File: src/vita_tx_pkg.sv
`default_nettype none

package vita_tx_pkg;

   // datapath sizing.
   localparam int SAMPLE_W   = 32;
   localparam int TIME_W     = 64;
   localparam int FIFO_DEPTH = 16;
   localparam int FIFO_AW    = 4;

   // largest lead of a send time over the current time.
   localparam logic [TIME_W-1:0] TOO_EARLY_LIMIT = 64'd1 << 20;

   // settings bus map, offsets relative to the base.
   localparam logic [7:0] TX_CTRL_BASE = 8'h10;
   localparam logic [7:0] SR_INTERVAL  = 8'd0;  // strobe interval minus one.
   localparam logic [7:0] SR_TIME_HI   = 8'd1;
   localparam logic [7:0] SR_TIME_LO   = 8'd2;  // commits the time load.
   localparam logic [7:0] SR_CLEAR     = 8'd3;

   localparam logic [31:0] STROBE_INTERVAL_RST = 32'd3;

   // one transmit entry as pushed by the host.
   typedef struct packed {
      logic                send_at;    // hold until send_time.
      logic                sob;
      logic                eob;
      logic                eop;        // carried only.
      logic [TIME_W-1:0]   send_time;
      logic [SAMPLE_W-1:0] sample;
   } tx_entry_t;

endpackage

`default_nettype wire

File: src/time_compare.sv
`default_nettype none

module time_compare (
   input  logic [vita_tx_pkg::TIME_W-1:0] time_now_i,
   input  logic [vita_tx_pkg::TIME_W-1:0] trigger_time_i,
   output logic                           now_o,
   output logic                           early_o,
   output logic                           late_o,
   output logic                           too_early_o
);

   logic [vita_tx_pkg::TIME_W-1:0] lead;

   // only meaningful while early.
   assign lead = trigger_time_i - time_now_i;

   assign now_o   = (time_now_i == trigger_time_i);
   assign early_o = (time_now_i < trigger_time_i);
   assign late_o  = (time_now_i > trigger_time_i);

   // too far in the future to wait for.
   assign too_early_o = early_o && (lead > vita_tx_pkg::TOO_EARLY_LIMIT);

endmodule

`default_nettype wire

File: src/tx_sample_fifo.sv
`default_nettype none

module tx_sample_fifo (
   input  logic                   clk,
   input  logic                   arst_n_i,
   input  logic                   flush_i,
   input  logic                   wr_i,
   input  vita_tx_pkg::tx_entry_t wr_entry_i,
   input  logic                   pop_i,
   output logic                   full_o,
   output logic                   valid_o,
   output vita_tx_pkg::tx_entry_t head_o
);

   localparam int AW = vita_tx_pkg::FIFO_AW;

   vita_tx_pkg::tx_entry_t mem [vita_tx_pkg::FIFO_DEPTH];

   logic [AW-1:0] wr_ptr_q;
   logic [AW-1:0] rd_ptr_q;
   logic [AW:0]   count_q;
   logic          do_wr;
   logic          do_pop;

   assign full_o  = (count_q == (AW+1)'(vita_tx_pkg::FIFO_DEPTH));
   assign valid_o = (count_q != '0);
   assign head_o  = mem[rd_ptr_q];  // fall-through head.

   // flush drops both a push and a pop in the same cycle.
   assign do_wr  = wr_i && !full_o && !flush_i;
   assign do_pop = pop_i && valid_o && !flush_i;

   always_ff @(posedge clk or negedge arst_n_i) begin
      if (!arst_n_i) begin
         wr_ptr_q <= '0;
         rd_ptr_q <= '0;
         count_q  <= '0;
      end else if (flush_i) begin
         wr_ptr_q <= '0;
         rd_ptr_q <= '0;
         count_q  <= '0;
      end else begin
         if (do_wr) begin
            wr_ptr_q <= wr_ptr_q + AW'(1);
         end
         if (do_pop) begin
            rd_ptr_q <= rd_ptr_q + AW'(1);
         end
         case ({do_wr, do_pop})
            2'b10:   count_q <= count_q + (AW+1)'(1);
            2'b01:   count_q <= count_q - (AW+1)'(1);
            default: count_q <= count_q;  // both or neither.
         endcase
      end
   end

   always_ff @(posedge clk) begin
      if (do_wr) begin
         mem[wr_ptr_q] <= wr_entry_i;
      end
   end

endmodule

`default_nettype wire

File: src/tx_settings.sv
`default_nettype none

module tx_settings (
   input  logic                             clk,
   input  logic                             arst_n_i,
   input  logic                             set_stb_i,
   input  logic [7:0]                       set_addr_i,
   input  logic [31:0]                      set_data_i,
   output logic [31:0]                      interval_o,
   output logic [vita_tx_pkg::TIME_W-1:0]   time_value_o,
   output logic                             time_load_o,
   output logic                             clear_o
);

   logic                           wr_interval;
   logic                           wr_time_hi;
   logic                           wr_time_lo;
   logic                           wr_clear;
   logic [31:0]                    interval_q;
   logic [31:0]                    time_hi_q;
   logic [vita_tx_pkg::TIME_W-1:0] time_value_q;
   logic                           time_load_q;
   logic                           clear_q;

   // register decode.
   assign wr_interval = set_stb_i &&
      (set_addr_i == vita_tx_pkg::TX_CTRL_BASE + vita_tx_pkg::SR_INTERVAL);
   assign wr_time_hi = set_stb_i &&
      (set_addr_i == vita_tx_pkg::TX_CTRL_BASE + vita_tx_pkg::SR_TIME_HI);
   assign wr_time_lo = set_stb_i &&
      (set_addr_i == vita_tx_pkg::TX_CTRL_BASE + vita_tx_pkg::SR_TIME_LO);
   assign wr_clear = set_stb_i &&
      (set_addr_i == vita_tx_pkg::TX_CTRL_BASE + vita_tx_pkg::SR_CLEAR);

   always_ff @(posedge clk or negedge arst_n_i) begin
      if (!arst_n_i) begin
         interval_q  <= vita_tx_pkg::STROBE_INTERVAL_RST;
         time_load_q <= 1'b0;
         clear_q     <= 1'b0;
      end else begin
         if (wr_interval) begin
            interval_q <= set_data_i;
         end
         time_load_q <= wr_time_lo;  // one-cycle command pulses.
         clear_q     <= wr_clear;
      end
   end

   // upper half waits here for the lower half.
   always_ff @(posedge clk) begin
      if (wr_time_hi) begin
         time_hi_q <= set_data_i;
      end
      if (wr_time_lo) begin
         time_value_q <= {time_hi_q, set_data_i};
      end
   end

   assign interval_o   = interval_q;
   assign time_value_o = time_value_q;
   assign time_load_o  = time_load_q;
   assign clear_o      = clear_q;

endmodule

`default_nettype wire

File: src/tx_strobe_gen.sv
`default_nettype none

module tx_strobe_gen (
   input  logic        clk,
   input  logic        arst_n_i,
   input  logic [31:0] interval_i,
   output logic        strobe_o
);

   logic [31:0] cnt_q;
   logic        strobe_q;

   // strobe once, then interval_i quiet cycles.
   always_ff @(posedge clk or negedge arst_n_i) begin
      if (!arst_n_i) begin
         cnt_q    <= '0;
         strobe_q <= 1'b0;
      end else if (cnt_q == '0) begin
         cnt_q    <= interval_i;  // reload picks up a new interval.
         strobe_q <= 1'b1;
      end else begin
         cnt_q    <= cnt_q - 32'd1;
         strobe_q <= 1'b0;
      end
   end

   assign strobe_o = strobe_q;

endmodule

`default_nettype wire

File: src/vita_time_counter.sv
`default_nettype none

module vita_time_counter (
   input  logic                           clk,
   input  logic                           arst_n_i,
   input  logic                           time_load_i,
   input  logic [vita_tx_pkg::TIME_W-1:0] time_value_i,
   output logic [vita_tx_pkg::TIME_W-1:0] vita_time_o
);

   logic [vita_tx_pkg::TIME_W-1:0] vita_time_q;

   // free-running, one tick per clock.
   always_ff @(posedge clk or negedge arst_n_i) begin
      if (!arst_n_i) begin
         vita_time_q <= '0;
      end else if (time_load_i) begin
         vita_time_q <= time_value_i;  // load wins over the increment.
      end else begin
         vita_time_q <= vita_time_q + vita_tx_pkg::TIME_W'(1);
      end
   end

   assign vita_time_o = vita_time_q;

endmodule

`default_nettype wire

File: src/vita_tx_control.sv
`default_nettype none

module vita_tx_control (
   input  logic                             clk,
   input  logic                             arst_n_i,
   input  logic                             clear_i,
   input  logic                             head_valid_i,
   input  vita_tx_pkg::tx_entry_t           head_i,
   input  logic                             now_i,
   input  logic                             late_i,
   input  logic                             too_early_i,
   input  logic                             strobe_i,
   output logic                             pop_o,
   output logic [vita_tx_pkg::SAMPLE_W-1:0] sample_o,
   output logic                             run_o,
   output logic                             underrun_o
);

   typedef enum logic [1:0] {
      ST_IDLE     = 2'd0,
      ST_RUN      = 2'd1,
      ST_UNDERRUN = 2'd2
   } state_t;

   state_t state_q;
   state_t state_d;

   always_comb begin
      state_d = state_q;
      case (state_q)
         ST_IDLE: begin
            if (head_valid_i) begin
               if (!head_i.send_at || now_i) begin
                  state_d = ST_RUN;
               end else if (late_i || too_early_i) begin
                  state_d = ST_UNDERRUN;  // missed or unreachable send time.
               end
            end
         end
         ST_RUN: begin
            if (strobe_i) begin
               if (!head_valid_i) begin
                  state_d = ST_UNDERRUN;  // starved mid-burst.
               end else if (head_i.eob) begin
                  state_d = ST_IDLE;
               end
            end
         end
         default: begin
            state_d = ST_UNDERRUN;  // sticky until clear.
         end
      endcase
   end

   always_ff @(posedge clk or negedge arst_n_i) begin
      if (!arst_n_i) begin
         state_q <= ST_IDLE;
      end else if (clear_i) begin
         state_q <= ST_IDLE;
      end else begin
         state_q <= state_d;
      end
   end

   // the DSP side takes the head sample on each strobe while running.
   assign pop_o      = strobe_i && (state_q == ST_RUN);
   assign sample_o   = head_i.sample;
   assign run_o      = (state_q == ST_RUN);
   assign underrun_o = (state_q == ST_UNDERRUN);

endmodule

`default_nettype wire

File: src/vita_tx_top.sv
`default_nettype none

module vita_tx_top (
   input  logic                             clk,
   input  logic                             arst_n_i,
   input  logic                             set_stb_i,
   input  logic [7:0]                       set_addr_i,
   input  logic [31:0]                      set_data_i,
   input  logic                             sample_wr_i,
   input  vita_tx_pkg::tx_entry_t           sample_entry_i,
   output logic                             sample_full_o,
   output logic [vita_tx_pkg::SAMPLE_W-1:0] sample_o,
   output logic                             run_o,
   output logic                             underrun_o,
   output logic                             strobe_o,
   output logic [vita_tx_pkg::TIME_W-1:0]   vita_time_o
);

   logic [31:0]                    interval;
   logic [vita_tx_pkg::TIME_W-1:0] time_value;
   logic                           time_load;
   logic                           clear;
   logic [vita_tx_pkg::TIME_W-1:0] vita_time;
   logic                           strobe;
   logic                           head_valid;
   vita_tx_pkg::tx_entry_t         head_entry;
   logic                           pop;
   logic                           now;
   logic                           late;
   logic                           too_early;

   tx_settings tx_settings_i (
      .clk          (clk),
      .arst_n_i     (arst_n_i),
      .set_stb_i    (set_stb_i),
      .set_addr_i   (set_addr_i),
      .set_data_i   (set_data_i),
      .interval_o   (interval),
      .time_value_o (time_value),
      .time_load_o  (time_load),
      .clear_o      (clear)
   );

   vita_time_counter vita_time_counter_i (
      .clk          (clk),
      .arst_n_i     (arst_n_i),
      .time_load_i  (time_load),
      .time_value_i (time_value),
      .vita_time_o  (vita_time)
   );

   tx_strobe_gen tx_strobe_gen_i (
      .clk        (clk),
      .arst_n_i   (arst_n_i),
      .interval_i (interval),
      .strobe_o   (strobe)
   );

   tx_sample_fifo tx_sample_fifo_i (
      .clk        (clk),
      .arst_n_i   (arst_n_i),
      .flush_i    (clear),
      .wr_i       (sample_wr_i),
      .wr_entry_i (sample_entry_i),
      .pop_i      (pop),
      .full_o     (sample_full_o),
      .valid_o    (head_valid),
      .head_o     (head_entry)
   );

   // early is implied by the other verdicts, control does not need it.
   time_compare time_compare_i (
      .time_now_i     (vita_time),
      .trigger_time_i (head_entry.send_time),
      .now_o          (now),
      .early_o        (),
      .late_o         (late),
      .too_early_o    (too_early)
   );

   vita_tx_control vita_tx_control_i (
      .clk          (clk),
      .arst_n_i     (arst_n_i),
      .clear_i      (clear),
      .head_valid_i (head_valid),
      .head_i       (head_entry),
      .now_i        (now),
      .late_i       (late),
      .too_early_i  (too_early),
      .strobe_i     (strobe),
      .pop_o        (pop),
      .sample_o     (sample_o),
      .run_o        (run_o),
      .underrun_o   (underrun_o)
   );

   assign strobe_o    = strobe;
   assign vita_time_o = vita_time;

endmodule

`default_nettype wire

File: config.mk
export PLATFORM = sky130hd
export DESIGN_NAME = vita_tx_top
export DESIGN_NICKNAME = d
export VERILOG_FILES = /design/src/vita_tx_pkg.sv /design/src/time_compare.sv /design/src/tx_sample_fifo.sv /design/src/tx_settings.sv /design/src/tx_strobe_gen.sv /design/src/vita_time_counter.sv /design/src/vita_tx_control.sv /design/src/vita_tx_top.sv
export SDC_FILE = /design/constraint.sdc
export NUM_CORES = 2
export LEC_CHECK = 0
export BUFFER_PORTS_ARGS = -buffer_cell sky130_fd_sc_hd__buf_2
export CORE_UTILIZATION = 65
export CTS_BUF_LIST = sky130_fd_sc_hd__clkbuf_8
export CTS_CLUSTER_SIZE = 28
export DETAILED_ROUTE_END_ITERATION = 6
export GPL_ROUTABILITY_DRIVEN = 0
export PLACE_DENSITY_LB_ADDON = 0.08
export SLEW_MARGIN = 40
export SYNTH_ARGS = -nofsm -noshare
export SYNTH_HDL_FRONTEND = slang
export SYNTH_SLANG_ARGS = --single-unit
File: constraint.sdc
create_clock -name clk -period 19.8 [get_ports clk]
set_input_delay 2.97 -clock clk [delete_from_list [all_inputs] [get_ports clk]]
set_output_delay 2.97 -clock clk [all_outputs]
set_load 0.02 [all_outputs]
==> flow_summary.yaml <==
floorplan:
  core-area_sq_um: 112000
  die_x_um: 338
  floorplan.initialDensity_pct: 65.4
  io_pins: 244
  die_h_um: 338
  dieArea_sq_um: 114000
  rows: 123
power_and_ir_drop:
  pwr-share-comb_pct: 16.0
  power.share.clock_pct: 32.0
  power_density_nw_per_um2: 110
  power.internal_mw: 6.62
  ir_worst_vdd_uv: 73.2
  p_leak_nw: 26.8
  seq_power_share_pct: 52.0
  sw_frac_of_total_pct: 26.7
  p_switching_mw: 2.41
layout:
  final_cell_mix: "edfxtp_1 (1,664), mux4_2 (489), clkbuf_8 (313), buf_2 (240), nand2_1 (202)"
  nFillCells: 6694
  drive_above_1_share_pct: 27.8
  syn2layout_area_growth_pct: 11.8
  final_common_cell: "edfxtp_1"
  num-nets-final: 4434
  finish.utilization_pct: 73.1
sta:
  fin_crit_sh_pct: 40.1
  tightest_slew_ns: 0.917
  setup_viol: 0
  rsz0062_at_grt: "no"
  setup_tns_ns: 0
  slew_headroom_pct: 38.9
  clock_skew_ns: 0.0625
  min_period_ns: 7.94
  finalHoldViolations: 0
  final-max-slew-violation-count: 0
  maxClockFrequency_mhz: 126
global_routing:
  grt_pass1_vias: 38600
  antenna_found_initial: 23
  grt_overflow: 0
  grt_first_pass_wirelength_mm: 251
  grt_max_degree: 130
  grt_usage_pct: 30.3
synthesis:
  yosys.area.top_type_share_pct: 68.0
  yosysTopAreaCell: "edfxtp_1"
  netlist_top_cells_area: "edfxtp_1 (68%), mux4_2 (15%), dfrtp_1 (4.9%)"
  yosysWarnings: 0
  synthMuxAreaShare_pct: 15.7
  synth_compound_gate_area_share_pct: 3.33
  synth_xor_xnor_area_share_pct: 1.39
  ys_seq_area_share_pct: 72.9
  synth-simple-area-share_pct: 3.89
  syn_inst: 3788
  syn_area_sq_um: 73500
  synthDistinctLibCells: 92
  yosys_most_used_dff: "edfxtp_1"
  synth-async-reset-ratio_pct: 8.07
  synthAdderAreaFrac_pct: 1.30
  ys_ff_latch: 1810
  syn_nets: 4008
  synth_top_family_by_area: "multiplexers"
  avgSynthCellArea_sq_um: 19.4
  synth_edf_count: 1664
clock_network:
  insertion_delay_ns: 0.99
  postCtsHoldBufs: 0
  cts-resized-gates: 0
  numCtsBuffers: 301
  cts_root_buf: "clkbuf_8"
  postCtsSetupBuffers: 0
  cts.path.max_buffers: 4
  path_clk_slew_ns: 0.06
  cts_tree: "yes"
  htree_levels: 5
  cts.sinks: 1810
setup_path:
  crit_arrival_ns: 4.97
  endpoint_kind: "output pin"
  path_class: "flip-flop to output pin"
  cp-start-kind: "flip-flop"
  crit_fanout: 47
  worstPathRequired_ns: 16.83
placed_design:
  port-buffer-count: 241
  hpwl_mm: 95.8
route:
  drt_iter0_drc: 4235
  wl_per_cell_um: 28.9
  route.detailed.drc: 0
  drt-pass1-iter-count: 6
  drt-vias-per-instance: 6.56
  vias: 38800
  ant_nets: 0
  routed_wl_mm: 171
outcome:
  status: "finished clean"
hold_path:
  hold_path.class: "flip-flop to flip-flop"
run:
  maxCapViolations: 0
==> worst max-delay path, cell delays in order, from the launching register on <==
cell and delay [ns]:
dfrtp_4 0.75, buf_12 0.40, buf_16 0.35, buf_12 0.34, buf_4 0.65, mux4_2 0.60, mux4_2 0.54, buf_2 0.19
==> kinds of logic after synthesis <==
logic type | after synthesis
AOI/OAI and AO/OA | 392
and+or+nand+nor | 587
xor gates and xnor gates | 117
muxes | 537
adders and majority gates | 76
DFF | 1810
buffers and inverters | 269
==> stage by stage <==
stage,power (mW),setup slack (ns),hold WS (ns),area [sq um],std cells
2_1_floorplan,5.72,9.16,0.400,73500,3788
3_3_place_gp,6.16,11.38,0.403,76500,5395
3_5_place_dp,6.21,11.62,0.406,76900,5408
4_1_cts,9.08,11.31,0.404,82000,5904
5_1_grt,9.38,11.41,0.410,82100,5914
6_report,9.03,11.86,0.399,82200,5917
==> worst paths after layout <==
check / start / endpoint / slack [ns] / cells after the start
worst min-delay path: tx_settings_i.time_hi_q[5]$_DFFE_PP_ / tx_settings_i.time_value_o[37]$_DFFE_PP_ / 0.40 / 0
worst max register to register: tx_sample_fifo_i.rd_ptr_q[0]$_DFFE_PN0P_ / vita_tx_control_i.state_q[1]$_DFFE_PN0P_ / 11.92 / 19
worst min register to register: tx_settings_i.time_hi_q[5]$_DFFE_PP_ / tx_settings_i.time_value_o[37]$_DFFE_PP_ / 0.40 / 0
max in group asynchronous: arst_n_i / tx_settings_i.time_load_o$_DFF_PN0_ / 16.57 / 2
worst max-delay path: tx_sample_fifo_i.rd_ptr_q[0]$_DFFE_PN0P_ / sample_o[7] / 11.86 / 7
min in group asynchronous: arst_n_i / tx_strobe_gen_i.cnt_q[31]$_DFF_PN0_ / 2.04 / 1
==> area by class of cell <==
type,count,area [sq um],area share (%)
flip-flops and latches,1810,53600,65.3
clock inverters,183,853,1.04
multi-input cells,1709,19000,23.1
repair buffers,302,2150,2.62
inverters,90,338,0.411
diodes,10,25.0,0.0305
well taps,1500,1880,2.28
clock buffers,313,4310,5.24
==> flip-flops by register name (all words and copies together), names as in the netlist, 2 cells and up <==
| signal | cells |
|---|---|
| tx_settings_i.time_value_o | 64 |
| tx_strobe_gen_i.cnt_q | 32 |
| vita_time_counter_i.vita_time_o | 64 |
| tx_settings_i.interval_o | 32 |
| vita_tx_control_i.state_q | 2 |
| tx_sample_fifo_i.count_q | 5 |
| tx_sample_fifo_i.wr_ptr_q | 4 |
| tx_settings_i.time_hi_q | 32 |
| tx_sample_fifo_i.mem | 1568 |
| tx_sample_fifo_i.rd_ptr_q | 4 |
==> cells in the mapped netlist (all sizes together), types with 4 or more instances <==
master	count
o21a	16
and2	14
nand3b	9
nand4	43
nand2	203
or4	7
or3	15
edfxtp	1664
xnor2	97
ha	75
nor2b	12
nand2b	15
inv	89
o41ai	4
or2	8
clkbuf	114
o22ai	7
o21bai	11
o31a	6
a31oi	14
o31ai	4
xor2	20
and3	12
a211oi	12
a21oi	107
o2111ai	7
a2111oi	5
nor4	27
mux4	489
nor3	38
a21o	21
o21ai	129
dfrtp	144
nand3	31
a21boi	5
mux2	35
buf	65
o211ai	8
mux2i	13
nor2	133
and4	6
==> power by group through the flow <==
stage,logic [mW],registers [mW],clock network [mW]
6_report,1.45,4.69,2.89
3_3_place_gp,1.40,4.75,0
2_1_floorplan,0.929,4.79,0
4_1_cts,1.45,4.69,2.94
5_1_grt,1.55,4.72,3.11
3_5_place_dp,1.44,4.77,0
==> layer usage <==
layer / global-route usage, % / wire [um] / vias to the layer above
met2: 47.1 / 82700 / 1935
met1: 44.2 / 68800 / 20200
met4: 11.2 / 5780 / 16
li1: - / - / 16300
met3: 5.17 / 13600 / 359
met5: 0 / 98 / -
(Power assumes the default switching activity.)
